<file path="src/tensor_octet_pkg.sv">
`default_nettype none

// shared sizes and types for the tensor octet
package tensor_octet_pkg;

    // lane word and octet geometry
    localparam int word_w = 32;
    localparam int octet_lanes = 8;
    localparam int tg_lanes = 4;

    // (m,n,k) of one multiply-accumulate
    localparam int tile_m = 4;
    localparam int tile_n = 4;
    localparam int tile_k = 2;

    typedef logic [word_w-1:0] lane_word_t;

    // one operand or one writeback beat across the octet
    typedef lane_word_t [octet_lanes-1:0] lane_vec_t;

    // one operand half, four words
    typedef lane_word_t [tg_lanes-1:0] half_vec_t;

    // tiles are indexed [row][col]
    typedef lane_word_t [tile_m-1:0][tile_k-1:0] a_tile_t;
    typedef lane_word_t [tile_k-1:0][tile_n-1:0] b_tile_t;
    typedef lane_word_t [tile_m-1:0][tile_n-1:0] acc_tile_t;

    // destination register index
    typedef logic [4:0] rd_t;

    // step of the four-step sequence, picks the operand halves
    typedef enum logic [1:0] {
        STEP_0,
        STEP_1,
        STEP_2,
        STEP_3
    } step_e;

    // which half of the result columns goes out
    typedef enum logic {
        BEAT_LOW,
        BEAT_HIGH
    } beat_e;

endpackage

`default_nettype wire

</file>
<file path="src/operand_stage.sv">
`timescale 1ns/1ps
`default_nettype none

// input side: lane mapping, half selection and per-warp staging of first substeps
module operand_stage #(
    parameter int num_warps = 4,
    localparam int wid_w = (num_warps > 1) ? $clog2(num_warps) : 1
) (
    input  wire                                clk,
    input  wire                                reset,
    input  wire                                op_valid,
    input  wire  [wid_w-1:0]                   op_wid,
    input  wire  tensor_octet_pkg::step_e      op_step,
    input  wire                                op_last,
    input  wire  tensor_octet_pkg::lane_vec_t  op_a,
    input  wire  tensor_octet_pkg::lane_vec_t  op_b,
    input  wire  tensor_octet_pkg::lane_vec_t  op_c,
    input  wire                                mac_ready,
    input  wire                                meta_full,
    output logic                               op_ready,
    output logic                               op_accept,
    output logic                               mac_valid,
    output tensor_octet_pkg::a_tile_t          mac_a,
    output tensor_octet_pkg::b_tile_t          mac_b,
    output tensor_octet_pkg::acc_tile_t        mac_c,
    output logic [wid_w-1:0]                   mac_wid
);
    tensor_octet_pkg::half_vec_t a_cur;
    tensor_octet_pkg::half_vec_t b_cur;
    tensor_octet_pkg::half_vec_t a_buf [num_warps];
    tensor_octet_pkg::half_vec_t b_buf [num_warps];
    tensor_octet_pkg::lane_vec_t c_buf [num_warps];
    tensor_octet_pkg::half_vec_t a_st;
    tensor_octet_pkg::half_vec_t b_st;
    tensor_octet_pkg::lane_vec_t c_st;
    logic [num_warps-1:0] staged;

    // metadata queue and pipe must both take the substep
    assign op_ready = mac_ready && !meta_full;
    assign op_accept = op_valid && op_ready;
    assign mac_valid = op_valid && op_last && !meta_full;
    assign mac_wid = op_wid;

    // A columns alternate per step, B rows switch after step 1
    always_comb begin
        case (op_step)
            tensor_octet_pkg::STEP_0, tensor_octet_pkg::STEP_2: begin
                a_cur = {op_a[5], op_a[4], op_a[1], op_a[0]};
            end
            default: begin
                a_cur = {op_a[7], op_a[6], op_a[3], op_a[2]};
            end
        endcase
        case (op_step)
            tensor_octet_pkg::STEP_0, tensor_octet_pkg::STEP_1: b_cur = op_b[3:0];
            default: b_cur = op_b[7:4];
        endcase
    end

    assign a_st = a_buf[op_wid];
    assign b_st = b_buf[op_wid];
    assign c_st = c_buf[op_wid];

    // staged half is k0, current half is k1
    always_comb begin
        for (int r = 0; r < tensor_octet_pkg::tg_lanes; r++) begin
            mac_a[r][0] = a_st[r];
            mac_a[r][1] = a_cur[r];
        end
        mac_b[0] = b_st;
        mac_b[1] = b_cur;
        // each lane owns a 1x2 pair of C along the row
        mac_c[0] = {op_c[2], c_st[2], op_c[0], c_st[0]};
        mac_c[1] = {op_c[3], c_st[3], op_c[1], c_st[1]};
        mac_c[2] = {op_c[6], c_st[6], op_c[4], c_st[4]};
        mac_c[3] = {op_c[7], c_st[7], op_c[5], c_st[5]};
    end

    always_ff @(posedge clk) begin
        if (op_accept && !op_last) begin
            a_buf[op_wid] <= a_cur;
            b_buf[op_wid] <= b_cur;
            c_buf[op_wid] <= op_c;
        end
    end

    always_ff @(posedge clk) begin
        if (reset) begin
            staged <= '0;
        end else if (op_accept) begin
            staged[op_wid] <= !op_last;
        end
    end

    pair_order: assert property (@(posedge clk) disable iff (reset)
        (op_accept && op_last) |-> staged[op_wid]);

endmodule

`default_nettype wire

</file>
<file path="config.mk">
export PLATFORM = sky130hd
export DESIGN_NAME = operand_stage
export DESIGN_NICKNAME = d
export VERILOG_FILES = /design/src/tensor_octet_pkg.sv /design/src/operand_stage.sv
export SDC_FILE = /design/constraint.sdc
export NUM_CORES = 1
export LEC_CHECK = 0
export BUFFER_PORTS_ARGS = -buffer_cell sky130_fd_sc_hd__buf_2
export CORE_AREA = 2 2 700 702
export DETAILED_ROUTE_END_ITERATION = 6
export DIE_AREA = 0 0 702 704
export GPL_ROUTABILITY_DRIVEN = 0
export PLACE_DENSITY = 0.3
export SYNTH_ARGS = -nofsm -noshare
export SYNTH_HDL_FRONTEND = slang
export SYNTH_SLANG_ARGS = --single-unit
</file>
<file path="constraint.sdc">
create_clock -name clk -period 76.3 [get_ports clk]
set_input_delay 3.815 -clock clk [delete_from_list [all_inputs] [get_ports clk]]
set_output_delay 3.815 -clock clk [all_outputs]
set_load 0.01 [all_outputs]
</file>
==> impl_results.md <==
* Status: finished, final reports clean
* Final Setup Violations at 0
* Sw power at around 0.00064 W
* Slew Limit Fails at 0
* CTS Buf Count at 265
* Setup TNS at 0 ps
* Die X at approximately 700 um
* Die Area at ~0.5 mm^2
* CTS tree: built
* Root Driver: clkbuf_16
* Synth Area in Simple Gates at 0.07462%
* Post-synthesis sequential area ratio at about four fifths
* Pre-antenna DRT Iters at 5
* Critical path cell sequence: buf_8, buf_4, buf_4, buf_4, buf_4, buf_4, mux4_2, buf_2
* Synth Area in Adders at 0%
* Sw Share at about a quarter
* Setup Fix Bufs, Post-CTS at 0
* Initial Utilization at between 10% and 20%
* Max Root-Sink Buffers at 4
* WL met1 at ~120,000 um
* Final Cycle Share at 16.13%
* Buf/Inv on CP at 7
* Die Y at approximately 700 um
* Area grow syn2layout at 29.50%
* CP startpoint kind: input port
* CTS clk-pin slew, worst paths at approximately 60 ps
* Most frequent CP cell: buf_4
* PwrDens at between 20 and 30 mW/mm^2
* Crit. End Element: primary output
* Leakage at about 34 nW
* Internal at slightly above 0.002 W
* Antenna Nets Post-Route at 0
* DRC at 0
* Delay-heaviest family, CP: buffers and inverters
* Clock Sinks at slightly above 2k
* Compound-Gate Fraction of Synth Area at 0%
* Netlist cell types at 15
* IR drop worst, VDD at roughly 0.015 mV
* Post-layout net count at 5,748
* Reg power frac at between 40% and 50%
* Met3 wire len at between 20,000 and 30,000 um
* Initial antenna violation count at about 160
* Number of vias per cell at approximately 3.5
* RSZ-0062 raised after global routing: no
* Mux cell area share after synthesis at around 18%
* Drt first-iter violations at approximately 2.9k
* Maxcap violations at 0
* Post-DP HPWL at ~240,000 um
* Post-cts sizing count at 0
* IO buf count at roughly 1.8k
* Synth Register Bits at approximately 2.0k
* Max_slew headroom at 31.97%
* WL per Instance at 27.96 um
* Clk pwr share at 44.7%
* Final Hold Vio Count at 0
* Post-Syn Area at around 0.079 mm^2
* Synth Area per Inst at approximately 24 um^2
* Core area at 0.4875 mm^2
* Combinational share of power at under 10%
* Crit path time final at ~12,000 ps
* Tot Pwr at 0.002658 W
* # IOs at between 1.5k and 2k
* # hold bufs at CTS at 0
* Uppermost routed layer: met5
* Largest net degree at the start of global routing at 102
* HP Class: input port to register
* Cells after Synth at 3,227
* Leading cell type in the layout, fill and taps excluded: edfxtp_1
* Critical-path top delay cell: buf_4
* Via count at around 41k
* Synth warn at 0
* CP arrival at between 8000 and 9000 ps
* Global-route usage over all layers at around 13%
* Critical Path RT at just over 70,000 ps
* First-pass GRT wire length at around 430,000 um
* Most frequent cells in the layout: edfxtp_1 (2,048), buf_2 (1,801), mux4_2 (512)
* Fmax at ~81 MHz
* Slew @ Worst Pin at 1020 ps
* Htree depth at 5
* Synth Area in XOR/XNOR at 0%
* Worst-path fanout max at between 50 and 60
* Std-Cell Rows at between 200 and 300
* Crit-path max cell delay at around 850 ps
* Largest family of logic cells by synthesized area: multiplexers
* Overflow after GRT at 0
* Vias in the first global route at about 43k
* Detailed Route WL at between 300,000 and 400,000 um
* Crit Path Class: input port to primary output
* Layout cells sized above 1 at 57.96%
* Synth Net Count at 4,005
* WL met2 at 163,600 um
==> power groups by stage <==
stage / clock, W / combinational (W) / sequential, W
2_1_floorplan: 0 / 0.0000976 / 0.00129
3_3_place_gp: 0 / 0.000217 / 0.00128
3_5_place_dp: 0 / 0.000218 / 0.00128
4_1_cts: 0.00124 / 0.000219 / 0.00126
5_1_grt: 0.00128 / 0.000225 / 0.00126
6_report: 0.00119 / 0.000209 / 0.00126
==> per-stage QoR <==
step	instances	utilization (%)	setup WS [ps]	area, um^2	hold slack (ps)
2_1_floorplan	3227	-	32980	78810	3914
3_3_place_gp	11180	19.24	63570	93800	4044
3_5_place_dp	11180	19.24	63630	93800	4046
4_1_cts	11660	20.92	63610	102000	2998
5_1_grt	11660	20.92	63650	102000	3044
6_report	11690	20.94	63990	102100	3146
==> cells by family (layout without fill, tap and decap cells) <==
logic type,after synthesis,after routing
buf+inv,401,2355
other cells,0,30
flops,2048,2048
simple gates,10,10
mux,768,768
==> synthesized netlist by cell type <==
master | number | share of area, %
mux2_2 | 256 | 3.7
buf_4 | 279 | 2.7
edfxtp_1 | 2048 | 78
nor3_1 | 1 | 0.0063
buf_2 | 67 | 0.43
nand2_1 | 2 | 0.0095
nand4bb_1 | 1 | 0.014
buf_6 | 27 | 0.39
clkbuf_1 | 19 | 0.090
nor2_1 | 2 | 0.0095
nor3b_1 | 2 | 0.019
and2_1 | 1 | 0.0079
buf_1 | 9 | 0.043
mux4_2 | 512 | 15
nor2b_1 | 1 | 0.0079
==> flip-flops by register name, indices dropped and copies added, names as in the netlist <==
signal  cells
b_buf     512
a_buf     512
c_buf    1024
==> final cells by class <==
class	count	area (um^2)
Multi-Input combinational cell	778	14500
Clock inverter	154	1244
Fill cell	51440	385400
Antenna cell	30	75.07
Tap cell	6475	8102
Timing Repair Buffer	1877	9707
Clock buffer	324	6938
Sequential cell	2048	61500
==> routing by layer <==
metal  vias to the layer above  track usage, %
li1                      17000               -
met1                     21970           14.50
met5                         -               0
met2                      1710           22.11
met3                       583           4.762
met4                        54           3.779
==> worst paths after layout <==
kind	endpoint	slack, ps	from	depth (start not counted)
setup / recovery	mac_b[77]	63990	op_wid[1]	8
hold / removal	c_buf[0][19]	3150	op_c[19]	1
Power figures use the tool's default switching activity.
