--- config.mk ---
export PLATFORM = sky130hd
export DESIGN_NAME = writeback_sequencer
export DESIGN_NICKNAME = d
export VERILOG_FILES = /design/src/tensor_octet_pkg.sv /design/src/sync_fifo.sv /design/src/writeback_sequencer.sv
export SDC_FILE = /design/constraint.sdc
export NUM_CORES = 1
export LEC_CHECK = 0
export BUFFER_PORTS_ARGS = -buffer_cell sky130_fd_sc_hd__buf_2
export CELL_PAD_IN_SITES_DETAIL_PLACEMENT = 0
export CELL_PAD_IN_SITES_GLOBAL_PLACEMENT = 1
export CORE_MARGIN = 4
export CORE_UTILIZATION = 39
export CTS_CLUSTER_DIAMETER = 120
export DETAILED_ROUTE_END_ITERATION = 16
export MAX_ROUTING_LAYER = met4
export PLACE_DENSITY = 0.74
export SETUP_SLACK_MARGIN = 0.15
export SLEW_MARGIN = 15
export SYNTH_ARGS = -nofsm -noshare
export SYNTH_HDL_FRONTEND = slang
export SYNTH_SLANG_ARGS = --single-unit
export TNS_END_PERCENT = 100
--- constraint.sdc ---
create_clock -name clk -period 18.7 [get_ports clk]
set_input_delay 1.87 -clock clk [delete_from_list [all_inputs] [get_ports clk]]
set_output_delay 1.87 -clock clk [all_outputs]
set_load 0.01 [all_outputs]
--- src/tensor_octet_pkg.sv ---
`default_nettype none

// shared sizes and types for the tensor octet
package tensor_octet_pkg;

    // lane word and octet geometry
    localparam int word_w = 32;
    localparam int octet_lanes = 8;
    localparam int tg_lanes = 4;

    // (m,n,k) of one multiply-accumulate
    localparam int tile_m = 4;
    localparam int tile_n = 4;
    localparam int tile_k = 2;

    typedef logic [word_w-1:0] lane_word_t;

    // one operand or one writeback beat across the octet
    typedef lane_word_t [octet_lanes-1:0] lane_vec_t;

    // one operand half, four words
    typedef lane_word_t [tg_lanes-1:0] half_vec_t;

    // tiles are indexed [row][col]
    typedef lane_word_t [tile_m-1:0][tile_k-1:0] a_tile_t;
    typedef lane_word_t [tile_k-1:0][tile_n-1:0] b_tile_t;
    typedef lane_word_t [tile_m-1:0][tile_n-1:0] acc_tile_t;

    // destination register index
    typedef logic [4:0] rd_t;

    // step of the four-step sequence, picks the operand halves
    typedef enum logic [1:0] {
        STEP_0,
        STEP_1,
        STEP_2,
        STEP_3
    } step_e;

    // which half of the result columns goes out
    typedef enum logic {
        BEAT_LOW,
        BEAT_HIGH
    } beat_e;

endpackage

`default_nettype wire

--- src/sync_fifo.sv ---
`timescale 1ns/1ps
`default_nettype none

// register based FIFO, head entry shows on data_out
module sync_fifo #(
    parameter int width = 8,
    parameter int depth = 2,
    localparam int ptr_w = (depth > 1) ? $clog2(depth) : 1,
    localparam int cnt_w = $clog2(depth + 1)
) (
    input  wire              clk,
    input  wire              reset,
    input  wire              push,
    input  wire              pop,
    input  wire  [width-1:0] data_in,
    output logic [width-1:0] data_out,
    output logic             empty,
    output logic             full
);
    logic [width-1:0] mem [depth];
    logic [ptr_w-1:0] rd_ptr;
    logic [ptr_w-1:0] wr_ptr;
    logic [cnt_w-1:0] count;

    // wrap explicitly, depth need not be a power of two
    function automatic logic [ptr_w-1:0] next_ptr(input logic [ptr_w-1:0] ptr);
        return (ptr == ptr_w'(depth - 1)) ? '0 : ptr + 1'b1;
    endfunction

    always_ff @(posedge clk) begin
        if (reset) begin
            rd_ptr <= '0;
            wr_ptr <= '0;
            count <= '0;
        end else begin
            if (push) begin
                wr_ptr <= next_ptr(wr_ptr);
            end
            if (pop) begin
                rd_ptr <= next_ptr(rd_ptr);
            end
            if (push && !pop) begin
                count <= count + 1'b1;
            end else if (pop && !push) begin
                count <= count - 1'b1;
            end
        end
    end

    always_ff @(posedge clk) begin
        if (push) begin
            mem[wr_ptr] <= data_in;
        end
    end

    assign data_out = mem[rd_ptr];
    assign empty = (count == '0);
    assign full = (count == cnt_w'(depth));

    no_overflow: assert property (@(posedge clk) disable iff (reset) !(push && full));
    no_underflow: assert property (@(posedge clk) disable iff (reset) !(pop && empty));

endmodule

`default_nettype wire

--- src/writeback_sequencer.sv ---
`timescale 1ns/1ps
`default_nettype none

// output side: result buffer, per-warp rd queues and two-beat commit
module writeback_sequencer #(
    parameter int num_warps = 4,
    parameter int result_depth = 2,
    parameter int meta_depth = 4,
    localparam int wid_w = (num_warps > 1) ? $clog2(num_warps) : 1
) (
    input  wire                                clk,
    input  wire                                reset,
    input  wire                                res_valid,
    input  wire  tensor_octet_pkg::acc_tile_t  res_tile,
    input  wire  [wid_w-1:0]                   res_wid,
    input  wire                                op_accept,
    input  wire  [wid_w-1:0]                   op_wid,
    input  wire  tensor_octet_pkg::rd_t        op_rd,
    input  wire                                commit_ready,
    output logic                               res_ready,
    output logic                               meta_full,
    output logic                               commit_valid,
    output logic [wid_w-1:0]                   commit_wid,
    output tensor_octet_pkg::rd_t              commit_rd,
    output tensor_octet_pkg::beat_e            commit_beat,
    output tensor_octet_pkg::lane_vec_t        commit_data
);
    localparam int res_w = $bits(tensor_octet_pkg::acc_tile_t) + wid_w;

    logic res_push;
    logic res_pop;
    logic res_full;
    logic res_empty;
    logic commit_fire;
    logic [res_w-1:0] res_head;
    tensor_octet_pkg::acc_tile_t head_tile;
    tensor_octet_pkg::beat_e beat_q;
    logic [num_warps-1:0] meta_fulls;
    logic [num_warps-1:0] meta_empty;
    tensor_octet_pkg::rd_t meta_rd [num_warps];

    assign res_ready = !res_full;
    assign res_push = res_valid && res_ready;
    assign commit_valid = !res_empty;
    assign commit_fire = commit_valid && commit_ready;
    // result leaves once its second beat is taken
    assign res_pop = commit_fire && (beat_q == tensor_octet_pkg::BEAT_HIGH);
    assign {commit_wid, head_tile} = res_head;

    sync_fifo #(
        .width (res_w),
        .depth (result_depth)
    ) result_fifo (
        .clk      (clk),
        .reset    (reset),
        .push     (res_push),
        .pop      (res_pop),
        .data_in  ({res_wid, res_tile}),
        .data_out (res_head),
        .empty    (res_empty),
        .full     (res_full)
    );

    always_ff @(posedge clk) begin
        if (reset) begin
            beat_q <= tensor_octet_pkg::BEAT_LOW;
        end else if (commit_fire) begin
            beat_q <= (beat_q == tensor_octet_pkg::BEAT_LOW) ?
                tensor_octet_pkg::BEAT_HIGH : tensor_octet_pkg::BEAT_LOW;
        end
    end

    assign commit_beat = beat_q;

    // low beat takes columns 0 and 2, high beat columns 1 and 3
    always_comb begin
        int col;
        col = (beat_q == tensor_octet_pkg::BEAT_HIGH) ? 1 : 0;
        for (int t = 0; t < 2; t++) begin
            commit_data[tensor_octet_pkg::tg_lanes*t + 0] = head_tile[2*t][col];
            commit_data[tensor_octet_pkg::tg_lanes*t + 1] = head_tile[2*t+1][col];
            commit_data[tensor_octet_pkg::tg_lanes*t + 2] = head_tile[2*t][col+2];
            commit_data[tensor_octet_pkg::tg_lanes*t + 3] = head_tile[2*t+1][col+2];
        end
    end

    // separate queues keep the two rds of a warp together at commit
    for (genvar w = 0; w < num_warps; w++) begin : g_meta
        logic push_w;
        logic pop_w;

        assign push_w = op_accept && (op_wid == wid_w'(w));
        assign pop_w = commit_fire && (commit_wid == wid_w'(w));

        sync_fifo #(
            .width ($bits(tensor_octet_pkg::rd_t)),
            .depth (meta_depth)
        ) meta_fifo (
            .clk      (clk),
            .reset    (reset),
            .push     (push_w),
            .pop      (pop_w),
            .data_in  (op_rd),
            .data_out (meta_rd[w]),
            .empty    (meta_empty[w]),
            .full     (meta_fulls[w])
        );
    end

    assign commit_rd = meta_rd[commit_wid];
    assign meta_full = |meta_fulls;

    meta_no_overflow: assert property (@(posedge clk) disable iff (reset)
        op_accept |-> !meta_fulls[op_wid]);
    // every buffered result must still have its rd waiting
    meta_present: assert property (@(posedge clk) disable iff (reset)
        commit_valid |-> !meta_empty[commit_wid]);

endmodule

`default_nettype wire

==> results.toml <==
[yosys]
synth_top_cell_by_area = "edfxtp_1"
synthesis.nets = 2265
yosysSeqAreaShare_pct = 79.7
synthTopCellsByCount = "edfxtp_1, mux4_2, mux4_1"
async_reset_ff_share_pct = 0
yosysUniqueCellTypes = 35
synth_edf_count = 1108
syn_area_per_cell_sq_um = 25.0
yosysMostFrequentCell = "edfxtp_1"
ys_warn_count = 0
netlist.area_leader.share_pct = 77.8
ys_top_cells_by_area = "edfxtp_1, mux4_2, mux4_1"
synth_area_sq_mm = 0.0428
syn-instance-count = 1710
ys_ff_latch = 1150
ys.flop_type = "edfxtp_1"

[floorplanning]
num_rows = 121
die_y_microns = 339
core-area_sq_mm = 0.109
start_util_pct = 39.3
io_pins = 793
die_x_microns = 339
fp.dieArea_sq_mm = 0.115

[hold_path]
whs_endpoint = "g_meta[3].meta_fifo.count[2]"
holdCritStartpoint = "g_meta[3].meta_fifo.count[2]"
worstHoldPathType = "flop to flop"
hold_depth = 2

[placed_design]
hpwl_mm = 75.3
port_buffers = 792
routabilityCongestion = 0.870
place_inst = 3855
place_area_sq_mm = 0.0482

[setup_path]
crit_path_top_delay_cell = "buf_4"
crit_buf_inv = 6
rr_endpoint = "result_fifo.mem[0][373]"
cp_top_family = "buffers and inverters"
worst_setup_path_end_kind = "flop"
cpMostUsedCell = "buf_4"
worstPathCellList = "buf_2 -> nand3b_1 -> inv_8 -> buf_4 -> buf_4 -> buf_4 -> buf_4"
r2r_slack_ns = 13.22
slowest_delay_ns = 0.97
critPathMaxFanout = 95
cp.required_ns = 19.02
reg2reg_depth = 7
start_kind = "input pin"
cp.arrival_ns = 6.40
r2r-start = "result_fifo.count[0]"
path_class = "input pin to flop"

[cts]
cts.path.max_buffers = 3
postCtsSetupBuffers = 0
ctsResizeCount = 0
h-tree-depth = 3
cts_tree = "yes"
postCtsHoldBufs = 0
cts_sinks = 1150
clk_latency_ns = 0.69
cts_root_buf = "clkbuf_16"
numCtsBuffers = 118
clk_pin_slew_worst_paths_ns = 0.06

[timing]
relSlewSlack_pct = 7.90
finalClockSkew_ns = 0.0303
timing.final.crit_share_pct = 32.5
fmax_mhz = 164
finalSetupTns_ns = 0
hold_viol = 0
setup_violations = 0
tightest_slew_ns = 1.38
min_period_ns = 6.08
maxSlewViolCount = 0
rsz0062_at_grt = "no"

[detailed_routing]
drc = 0
postRouteAntennaNets = 0
avgViaCountPerCell = 5.16
initialDrtViolationCount = 1615
wl_per_cell_microns = 26.0
wl_mm = 108
firstDrtPassIters = 5
num_vias = 21400

[job]
maxCapViolCount = 0

[grt]
track_usage_pct = 18.8
grt_pass1_vias = 22700
antenna_found_initial = 81
grt_max_degree = 164
grt_first_pass_wirelength_mm = 153
grt.overflow.total = 0

[outcome]
status = "finished, final reports clean"

[power]
power.density_mw_per_mm2 = 126
ir_worst_vdd_mv = 0.0903
power.total_mw = 6.58
leakage_nw = 18.3

[final_layout]
multi_input_area_sq_mm = 0.00806
finalInstanceArea_sq_mm = 0.0523
register_area_sq_mm = 0.0341
nFillCells = 8828
syn_to_final_growth_pct = 22.2
fin_cells = 4149
nets = 3116
drive_gt1_share_pct = 43.2
## cell usage in the layout (no fill, tap or decap), types with 20 or more instances in the layout
master / count
edfxtp_1: 1108
clkinv_2: 24
mux4_1: 126
nor2_1: 34
mux4_2: 150
ha_1: 25
dfxtp_1: 40
clkbuf_16: 118
diode_2: 71
buf_2: 792
clkinv_1: 20
nand3_1: 20
## where the power goes
part | leakage, nW | switching, mW | internal (mW)
Sequential | 10.7 | 0.0819 | 3.14
Combinational | 5.69 | 0.596 | 0.411
Clock | 1.91 | 0.992 | 1.36
Total | 18.3 | 1.67 | 4.91
## flip-flops by register name, indices dropped and copies added (netlist names), named ones only
signal                   cells
result_fifo.mem           1028
g_meta.meta_fifo.mem        80
g_meta.meta_fifo.count      12
g_meta.meta_fifo.rd_ptr      8
g_meta.meta_fifo.wr_ptr      8
result_fifo.count            2
commit_beat                  1
result_fifo.rd_ptr           1
result_fifo.wr_ptr           1
## through the flow
stage               util, %  setup slack [ns]  hold WS, ns
global placement       44.2             11.95        0.469
CTS                    47.9             12.51        0.504
global route           48.0             12.26        0.524
detailed placement     44.2             11.81        0.490
floorplan                 -              4.19        0.458
finish                 48.0             12.62        0.502
## worst max-delay path by stage
| stage | start | to | depth (start not counted) |
|---|---|---|---|
| 4_1_cts | flop | commit_data[82] | 4 |
| 5_1_grt | res_valid | result_fifo.mem[0][365] | 7 |
| 6_report | res_valid | result_fifo.mem[0][373] | 7 |
| 3_3_place_gp | res_valid | result_fifo.mem[0][146] | 7 |
| 3_5_place_dp | res_valid | result_fifo.mem[0][178] | 7 |
| 2_1_floorplan | res_valid | result_fifo.mem[1][0] | 1 |
## worst reg2reg max path, stage by stage, from the launching register on
cell and delay [ns]:
dfxtp_1 0.45, nand2b_1 0.22, nand3b_1 0.23, inv_8 0.49, buf_4 0.91, buf_4 0.88
buf_4 0.84, buf_4 1.03
## cell families (layout without fill, tap and decap cells)
kind of cell,Yosys count,in the layout,share of synthesized area [%]
muxes,290,290,16.0
and+or+nand+nor,102,102,1.23
xor gates and xnor gates,12,12,0.246
AOI/OAI and AO/OA,33,33,0.468
adders and majority gates,29,29,0.918
DFF,1150,1150,79.7
other,0,71,0
buffers and inverters,94,1048,1.45
## layout make-up
cell class	count	share of cell area (%)
diodes	71	0.340
clock buffers	140	5.86
clock inverters	83	1.68
inverters	15	0.122
multi-input cells	466	15.4
flip-flops and latches	1150	65.3
well taps	1414	3.38
repair buffers	810	7.93
## routing by layer
metal / GRT usage, % / share of wire [%] / wire [microns]
met1: 20.9 / 36 / 38700
met2: 31.1 / 51 / 55500
met3: 6.38 / 9.3 / 10000
met4: 7.72 / 3.6 / 3840
met5: - / 0 / 0
Note: power is estimated with default switching activity, not from simulation.
